## src/ex_isa_pkg.sv

```systemverilog
`default_nettype none

package ex_isa_pkg;

    // Opcode values as decoded upstream
    typedef enum logic [7:0] {
        OP_NOP   = 8'b00000000,
        OP_OR    = 8'b00100101,
        OP_AND   = 8'b00100100,
        OP_XOR   = 8'b00100110,
        OP_NOR   = 8'b00100111,
        OP_SRL   = 8'b00000010,
        OP_SRA   = 8'b00000011,
        OP_SLL   = 8'b01111100,
        OP_ADD   = 8'b00100000,
        OP_ADDU  = 8'b00100001,
        OP_SUB   = 8'b00100010,
        OP_SUBU  = 8'b00100011,
        OP_SLT   = 8'b00101010,
        OP_SLTU  = 8'b00101011,
        OP_CLZ   = 8'b10110000,
        OP_CLO   = 8'b10110001,
        OP_MUL   = 8'b10101001,
        OP_MULT  = 8'b00011000,
        OP_MULTU = 8'b00011001,
        OP_MFHI  = 8'b00010000,
        OP_MTHI  = 8'b00010001,
        OP_MFLO  = 8'b00010010,
        OP_MTLO  = 8'b00010011,
        OP_MADD  = 8'b10100110,
        OP_MADDU = 8'b10101000,
        OP_MSUB  = 8'b10101010,
        OP_MSUBU = 8'b10101011
    } alu_op_e;

    // Multiply-accumulate sequencer
    typedef enum logic {
        ACC_IDLE = 1'b0,   // Product not yet captured
        ACC_SUM  = 1'b1    // Adding captured term into HI/LO
    } acc_state_e;

endpackage

`default_nettype wire

```

## src/ex_types_pkg.sv

```systemverilog
`default_nettype none

package ex_types_pkg;

    typedef logic [31:0] word_t;
    typedef logic [63:0] dword_t;
    typedef logic [4:0]  reg_addr_t;
    typedef logic [4:0]  shamt_t;

    typedef struct packed {
        ex_isa_pkg::alu_op_e alu_op;
        word_t               src_data1;
        word_t               src_data2;
        reg_addr_t           wr_addr;
        logic                wr_en;
    } ex_req_t;

    typedef struct packed {
        reg_addr_t addr;
        word_t     data;
        logic      en;
    } gpr_wb_t;

    typedef struct packed {
        word_t hi;
        word_t lo;
    } hilo_t;

    typedef struct packed {
        logic  en;
        hilo_t value;
    } hilo_wr_t;

endpackage

`default_nettype wire

```

## src/ex_bitwise.sv

```systemverilog
`timescale 1ns/1ps
`default_nettype none

module ex_bitwise (
    input  ex_types_pkg::ex_req_t req,
    output ex_types_pkg::word_t   bitwise_result
);

    ex_types_pkg::shamt_t shamt;
    ex_types_pkg::word_t  sra_result;

    assign shamt = req.src_data1[4:0];   // Shift count from rs low bits

    // Arithmetic right shift keeps the sign of the shifted word
    assign sra_result = ex_types_pkg::word_t'($signed(req.src_data2) >>> shamt);

    always_comb begin
        case (req.alu_op)
            ex_isa_pkg::OP_AND: begin
                bitwise_result = req.src_data1 & req.src_data2;
            end
            ex_isa_pkg::OP_OR: begin
                bitwise_result = req.src_data1 | req.src_data2;
            end
            ex_isa_pkg::OP_XOR: begin
                bitwise_result = req.src_data1 ^ req.src_data2;
            end
            ex_isa_pkg::OP_NOR: begin
                bitwise_result = ~(req.src_data1 | req.src_data2);
            end
            ex_isa_pkg::OP_SRL: begin
                bitwise_result = req.src_data2 >> shamt;
            end
            ex_isa_pkg::OP_SRA: begin
                bitwise_result = sra_result;
            end
            ex_isa_pkg::OP_SLL: begin
                bitwise_result = req.src_data2 << shamt;
            end
            default: begin
                bitwise_result = '0;
            end
        endcase
    end

endmodule

`default_nettype wire

```

## src/ex_arith.sv

```systemverilog
`timescale 1ns/1ps
`default_nettype none

module ex_arith (
    input  ex_types_pkg::ex_req_t req,
    output ex_types_pkg::word_t   arith_result,
    output logic                  overflow
);

    logic                is_sub;
    ex_types_pkg::word_t add_b;
    ex_types_pkg::word_t sum;
    logic                slt_less;
    logic                sltu_less;
    ex_types_pkg::word_t count_src;
    logic [5:0]          lead_count;

    // Highest set bit wins, all-zero word gives 32
    function automatic logic [5:0] lead_zeros(input ex_types_pkg::word_t w);
        logic [5:0] n;
        n = 6'd32;
        for (int i = 0; i < 32; i++) begin
            if (w[i]) begin
                n = 6'(31 - i);
            end
        end
        return n;
    endfunction

    assign is_sub = (req.alu_op == ex_isa_pkg::OP_SUB) ||
                    (req.alu_op == ex_isa_pkg::OP_SUBU) ||
                    (req.alu_op == ex_isa_pkg::OP_SLT);

    // Two's complement as inverted operand plus carry in
    assign add_b = is_sub ? ~req.src_data2 : req.src_data2;
    assign sum   = req.src_data1 + add_b + ex_types_pkg::word_t'(is_sub);

    assign overflow = (req.src_data1[31] == add_b[31]) && (sum[31] != req.src_data1[31]);

    // Differing signs decide directly, otherwise the difference cannot overflow
    assign slt_less  = (req.src_data1[31] != req.src_data2[31]) ? req.src_data1[31] : sum[31];
    assign sltu_less = req.src_data1 < req.src_data2;

    // CLO counts zeros of the inverted word
    assign count_src  = (req.alu_op == ex_isa_pkg::OP_CLO) ? ~req.src_data1 : req.src_data1;
    assign lead_count = lead_zeros(count_src);

    always_comb begin
        case (req.alu_op)
            ex_isa_pkg::OP_ADD,
            ex_isa_pkg::OP_ADDU,
            ex_isa_pkg::OP_SUB,
            ex_isa_pkg::OP_SUBU: begin
                arith_result = sum;
            end
            ex_isa_pkg::OP_SLT: begin
                arith_result = {31'd0, slt_less};
            end
            ex_isa_pkg::OP_SLTU: begin
                arith_result = {31'd0, sltu_less};
            end
            ex_isa_pkg::OP_CLZ,
            ex_isa_pkg::OP_CLO: begin
                arith_result = {26'd0, lead_count};
            end
            default: begin
                arith_result = '0;
            end
        endcase
    end

endmodule

`default_nettype wire

```

## src/ex_mult_acc.sv

```systemverilog
`timescale 1ns/1ps
`default_nettype none

module ex_mult_acc (
    input  logic                   clk,
    input  logic                   reset,
    input  ex_types_pkg::ex_req_t  req,
    input  ex_types_pkg::hilo_t    hilo,
    output ex_types_pkg::dword_t   product,
    output ex_types_pkg::hilo_wr_t acc_wr,
    output logic                   stall_req
);

    logic                    is_signed;
    logic                    is_acc;
    logic                    is_neg_acc;
    ex_types_pkg::word_t     mag1;
    ex_types_pkg::word_t     mag2;
    ex_types_pkg::dword_t    raw_product;
    ex_types_pkg::dword_t    acc_term;
    ex_isa_pkg::acc_state_e  acc_state;

    assign is_signed = (req.alu_op == ex_isa_pkg::OP_MUL) ||
                       (req.alu_op == ex_isa_pkg::OP_MULT) ||
                       (req.alu_op == ex_isa_pkg::OP_MADD) ||
                       (req.alu_op == ex_isa_pkg::OP_MSUB);

    assign is_neg_acc = (req.alu_op == ex_isa_pkg::OP_MSUB) ||
                        (req.alu_op == ex_isa_pkg::OP_MSUBU);

    assign is_acc = is_neg_acc ||
                    (req.alu_op == ex_isa_pkg::OP_MADD) ||
                    (req.alu_op == ex_isa_pkg::OP_MADDU);

    // Magnitudes for the signed ops
    assign mag1 = (is_signed && req.src_data1[31]) ? -req.src_data1 : req.src_data1;
    assign mag2 = (is_signed && req.src_data2[31]) ? -req.src_data2 : req.src_data2;

    assign raw_product = ex_types_pkg::dword_t'(mag1) * ex_types_pkg::dword_t'(mag2);

    assign product = (is_signed && (req.src_data1[31] ^ req.src_data2[31])) ?
                     -raw_product : raw_product;

    // First cycle asks the source to hold the instruction
    assign stall_req = !reset && is_acc && (acc_state == ex_isa_pkg::ACC_IDLE);

    assign acc_wr.en    = (acc_state == ex_isa_pkg::ACC_SUM);
    assign acc_wr.value = ex_types_pkg::hilo_t'(ex_types_pkg::dword_t'(hilo) + acc_term);

    always_ff @(posedge clk) begin
        if (reset) begin
            acc_state <= ex_isa_pkg::ACC_IDLE;
        end else begin
            case (acc_state)
                ex_isa_pkg::ACC_IDLE: begin
                    if (is_acc) begin
                        acc_state <= ex_isa_pkg::ACC_SUM;
                    end
                end
                default: begin
                    acc_state <= ex_isa_pkg::ACC_IDLE;   // Sum lands this edge
                end
            endcase
        end
    end

    always_ff @(posedge clk) begin
        if (is_acc && (acc_state == ex_isa_pkg::ACC_IDLE)) begin
            acc_term <= is_neg_acc ? -product : product;
        end
    end

endmodule

`default_nettype wire

```

## src/ex_hilo.sv

```systemverilog
`timescale 1ns/1ps
`default_nettype none

module ex_hilo (
    input  logic                   clk,
    input  logic                   reset,
    input  ex_types_pkg::ex_req_t  req,
    input  ex_types_pkg::dword_t   product,
    input  ex_types_pkg::hilo_wr_t acc_wr,
    output ex_types_pkg::hilo_t    hilo
);

    always_ff @(posedge clk) begin
        if (reset) begin
            hilo <= '0;
        end else if (acc_wr.en) begin
            hilo <= acc_wr.value;   // Second accumulate cycle
        end else begin
            case (req.alu_op)
                ex_isa_pkg::OP_MTHI: begin
                    hilo.hi <= req.src_data1;
                end
                ex_isa_pkg::OP_MTLO: begin
                    hilo.lo <= req.src_data1;
                end
                ex_isa_pkg::OP_MULT,
                ex_isa_pkg::OP_MULTU: begin
                    hilo <= ex_types_pkg::hilo_t'(product);
                end
                default: begin
                end
            endcase
        end
    end

endmodule

`default_nettype wire

```

## src/ex_writeback.sv

```systemverilog
`timescale 1ns/1ps
`default_nettype none

module ex_writeback (
    input  logic                  reset,
    input  ex_types_pkg::ex_req_t req,
    input  ex_types_pkg::word_t   bitwise_result,
    input  ex_types_pkg::word_t   arith_result,
    input  logic                  overflow,
    input  ex_types_pkg::dword_t  product,
    input  ex_types_pkg::hilo_t   hilo,
    output ex_types_pkg::gpr_wb_t wb
);

    typedef enum logic [2:0] {
        GRP_NONE,
        GRP_BITWISE,
        GRP_ARITH,
        GRP_MUL,
        GRP_HI,
        GRP_LO
    } res_grp_e;

    res_grp_e grp;
    logic     trap_ovf;

    always_comb begin
        case (req.alu_op)
            ex_isa_pkg::OP_AND, ex_isa_pkg::OP_OR, ex_isa_pkg::OP_XOR, ex_isa_pkg::OP_NOR,
            ex_isa_pkg::OP_SRL, ex_isa_pkg::OP_SRA, ex_isa_pkg::OP_SLL: grp = GRP_BITWISE;
            ex_isa_pkg::OP_ADD, ex_isa_pkg::OP_ADDU, ex_isa_pkg::OP_SUB, ex_isa_pkg::OP_SUBU,
            ex_isa_pkg::OP_SLT, ex_isa_pkg::OP_SLTU,
            ex_isa_pkg::OP_CLZ, ex_isa_pkg::OP_CLO: grp = GRP_ARITH;
            ex_isa_pkg::OP_MUL:  grp = GRP_MUL;
            ex_isa_pkg::OP_MFHI: grp = GRP_HI;
            ex_isa_pkg::OP_MFLO: grp = GRP_LO;
            default:             grp = GRP_NONE;
        endcase
    end

    always_comb begin
        case (grp)
            GRP_BITWISE: wb.data = bitwise_result;
            GRP_ARITH:   wb.data = arith_result;
            GRP_MUL:     wb.data = product[31:0];   // Low word only
            GRP_HI:      wb.data = hilo.hi;
            GRP_LO:      wb.data = hilo.lo;
            default:     wb.data = '0;
        endcase
    end

    // Only the trapping forms drop the write
    assign trap_ovf = overflow && ((req.alu_op == ex_isa_pkg::OP_ADD) ||
                                   (req.alu_op == ex_isa_pkg::OP_SUB));

    assign wb.addr = req.wr_addr;
    assign wb.en   = req.wr_en && !trap_ovf && !reset;

endmodule

`default_nettype wire

```

## src/ex_unit.sv

```systemverilog
`timescale 1ns/1ps
`default_nettype none

module ex_unit (
    input  logic                  clk,
    input  logic                  reset,
    input  ex_types_pkg::ex_req_t req,
    output ex_types_pkg::gpr_wb_t wb,
    output logic                  stall_req,
    output ex_types_pkg::hilo_t   hilo
);

    ex_types_pkg::word_t    bitwise_result;
    ex_types_pkg::word_t    arith_result;
    logic                   overflow;
    ex_types_pkg::dword_t   product;
    ex_types_pkg::hilo_wr_t acc_wr;

    ex_bitwise ex_bitwise_inst (
        .req            (req),
        .bitwise_result (bitwise_result)
    );

    ex_arith ex_arith_inst (
        .req          (req),
        .arith_result (arith_result),
        .overflow     (overflow)
    );

    ex_mult_acc ex_mult_acc_inst (
        .clk       (clk),
        .reset     (reset),
        .req       (req),
        .hilo      (hilo),
        .product   (product),
        .acc_wr    (acc_wr),
        .stall_req (stall_req)
    );

    ex_hilo ex_hilo_inst (
        .clk     (clk),
        .reset   (reset),
        .req     (req),
        .product (product),
        .acc_wr  (acc_wr),
        .hilo    (hilo)
    );

    ex_writeback ex_writeback_inst (
        .reset          (reset),
        .req            (req),
        .bitwise_result (bitwise_result),
        .arith_result   (arith_result),
        .overflow       (overflow),
        .product        (product),
        .hilo           (hilo),
        .wb             (wb)
    );

endmodule

`default_nettype wire

```

## config.mk

```make
export PLATFORM = sky130hd
export DESIGN_NAME = ex_unit
export DESIGN_NICKNAME = d
export VERILOG_FILES = /design/src/ex_isa_pkg.sv /design/src/ex_types_pkg.sv /design/src/ex_bitwise.sv /design/src/ex_arith.sv /design/src/ex_mult_acc.sv /design/src/ex_hilo.sv /design/src/ex_writeback.sv /design/src/ex_unit.sv
export SDC_FILE = /design/constraint.sdc
export NUM_CORES = 2
export LEC_CHECK = 0
export BUFFER_PORTS_ARGS = -buffer_cell sky130_fd_sc_hd__buf_2
export CORE_MARGIN = 2
export CORE_UTILIZATION = 60
export CTS_CLUSTER_DIAMETER = 50
export DETAILED_ROUTE_END_ITERATION = 7
export HOLD_SLACK_MARGIN = 0.1
export PLACE_DENSITY = 0.77
export SYNTH_ARGS = -nofsm -noshare
export SYNTH_HDL_FRONTEND = slang
export SYNTH_HIERARCHICAL = 1
export SYNTH_SLANG_ARGS = --single-unit
```

## constraint.sdc

```tcl
create_clock -name clk -period 14.4 [get_ports clk]
set_input_delay 1.44 -clock clk [delete_from_list [all_inputs] [get_ports clk]]
set_output_delay 1.44 -clock clk [all_outputs]
set_load 0.05 [all_outputs]
```

==> impl_metrics.toml <==
[outcome]
status = "completed"

[sta]
fin_crit_ns = 14.12
hold_violations = 0
slew_violations = 0
relSlewSlack_pct = 11.8
worst_pin_slew_ns = 1.31
setup_viol = 0
timing.final.ws_setup_ns = 0.284
timing.final.crit_share_pct = 98.0
clock_skew_ns = 0.0106
finalSetupTns_ns = 0
fmax_mhz = 70.8

[clocking]
hold_buffers = 0
root_buffer = "clkbuf_16"
cts_sinks = 129
clock_latency_ns = 0.44
cts_buffers = 17
htree_levels = 4
cts_tree = "done"
cts.clk_slew.worst_paths_ns = 0.06
cts_max_path_buffers = 2

[final_layout]
final_cells = 8798
drive_above_1_share_pct = 11.2
nets = 8923
fillers = 8572
areaGrowthSynthToFinish_pct = 8.14
final_util_pct = 65.2

[global_route]
grt_pass1_wl_um = 369000
antenna_found_initial = 12
grt_usage_pct = 49.1
grt-ovfl-total = 0
grt_max_degree = 68
first_global_vias = 59200

[drt]
drtAntennaViolNets = 0
viasPerCell = 6.70
first_pass_iters = 7
drc_errors = 0
routed_wl_um = 249000
via_count = 58900
first_iter_violations = 7402
wl_per_cell_um = 28.3

[yosys]
synth-async-reset-ratio_pct = 0
synth_nets = 8757
ys_warn_count = 6
synth.top_cell.area_share_pct = 30.4
syn_area_per_cell_um2 = 8.07
synthTopCellsByArea = "fa_1 30%, ha_1 9.7%, inv_1 6.9%"
yosysTopAreaCell = "fa_1"
synth_edf_count = 64
synth_area_um2 = 59100
synthCells = 7321
ys.flop_type = "dfxtp_1"
yosysSeqAreaShare_pct = 5.46
synth-seq-cells = 129
yosysUniqueCellTypes = 127

[placed_design]
gp_congestion = 1.10
place_ws_ns = 0.388
dp_hpwl_um = 197000
placedCellCount = 8749
port_buffers = 172

[die]
coreArea_um2 = 98000
rows = 115
die_w_um = 318
fp.dieH_um = 318
initial_utilization_pct = 60.3
ios = 183
dieArea_um2 = 101000

[critical_path]
worstPathArrival_ns = 12.68
crit_type = "input port to output port"
worstPathRequired_ns = 12.96
crit_fanout = 20
endpoint_kind = "output port"
max_stage_delay_ns = 0.58
cpMostUsedCell = "fa_1"
crit_path_top_delay_cell = "fa_1"
critPathLaunchType = "input port"

[worst_hold_path]
hold_path.class = "flip-flop to flip-flop"

[flow_run]
cap_violations = 0
==> worst max-delay path: cells and delay by family <==
family          cells  cell delay, ns
simple gates       12            2.58
buf+inv             9            1.84
fa+ha+maj           9            4.49
xor+xnor            2            0.51
compound gates      8            1.80
==> repair_timing <==
item | CTS | global route
buffers inserted | 0 | 6
endpoints found under the setup margin | 0 | 16
resized for setup | 0 | 20
==> through the flow <==
step | hold slack, ns | cell area [um2]
after detailed placement | 0.553 | 63100
after global routing | 0.591 | 63800
final | 0.565 | 63900
after CTS | 0.567 | 63700
after global placement | 0.541 | 63100
after floorplan | 0.447 | 59100
==> cell usage in the layout (no fill, tap or decap), types with 103 or more instances in the layout <==
cell type / count
nand2_1: 789
nor2_1: 906
fa_1: 898
xnor2_1: 226
inv_1: 1081
buf_2: 165
nand3_1: 133
o21ai_0: 213
buf_4: 399
a21oi_1: 313
ha_1: 458
a31oi_1: 103
xor2_1: 106
==> flip-flops by register name (all words and copies together), names as in the netlist <==
name,flops
ex_hilo_inst/hilo,64
ex_mult_acc_inst/acc_term,64
ex_mult_acc_inst/acc_state,1
==> synthesized netlist by cell type, types with 48 or more instances <==
master and n:
o211ai_1 81, nand2b_1 82, o31ai_1 70, mux4_2 61, nand3_1 133, edfxtp_1 64, and2_1 49, a21oi_1 317
o21ai_0 216, xnor2_1 253, fa_1 898, nor4_1 48, nor3_1 102, nor2_1 906, a21o_1 79, a31oi_1 103
nand2_1 790, mux2i_1 78, nand4_1 87, ha_1 458, inv_1 1081, xor2_1 129, clkbuf_1 326, dfxtp_1 65
==> kinds of logic (layout without fill, tap and decap cells) <==
kind of cell / Yosys count / count (layout) / synth area share, %
and+or+nand+nor: 2455 / 2455 / 18.9
buffers and inverters: 1511 / 1690 / 10.2
adders and majority gates: 1356 / 1356 / 40.1
AOI/OAI and AO/OA: 1319 / 1319 / 15.1
xor gates and xnor gates: 383 / 383 / 5.69
muxes: 168 / 168 / 4.50
DFF: 129 / 129 / 5.46
other: 0 / 11 / 0
==> per-layer routing <==
layer  vias up  global-route usage, %  part of all wire (%)
li1      24600                      -                     -
met3      1374                   15.1                    13
met5         -                  0.331                 0.041
met4        10                   39.8                    11
met1     28400                   58.8                    34
met2      4473                   73.2                    42
==> worst paths after layout <==
kind                                      start                            endpoint  slack [ns]  cells after the start
max                                     req[77]                              wb[31]        0.28                     40
min          ex_hilo_inst/hilo[25]$_SDFFE_PP0P_  ex_hilo_inst/hilo[25]$_SDFFE_PP0P_        0.56                      1
max reg2reg   ex_hilo_inst/hilo[0]$_SDFFE_PP0P_  ex_hilo_inst/hilo[62]$_SDFFE_PP0P_        8.27                     20
min reg2reg  ex_hilo_inst/hilo[25]$_SDFFE_PP0P_  ex_hilo_inst/hilo[25]$_SDFFE_PP0P_        0.56                      1
==> final cells by class <==
class,count,area [um2],share of cell area [%]
sequential,129,3230,5.05
clock buffer,17,425,0.666
tap,1287,1610,2.52
timing repair buffer,572,3960,6.21
antenna,11,27.5,0.0431
inverter,1086,4080,6.38
multi-input combinational,5681,50400,78.9
clock inverter,15,134,0.210
Power is left out: the tool's default activity adds up to more than one toggle a clock period on the data nets, which glitch-free logic cannot reach.
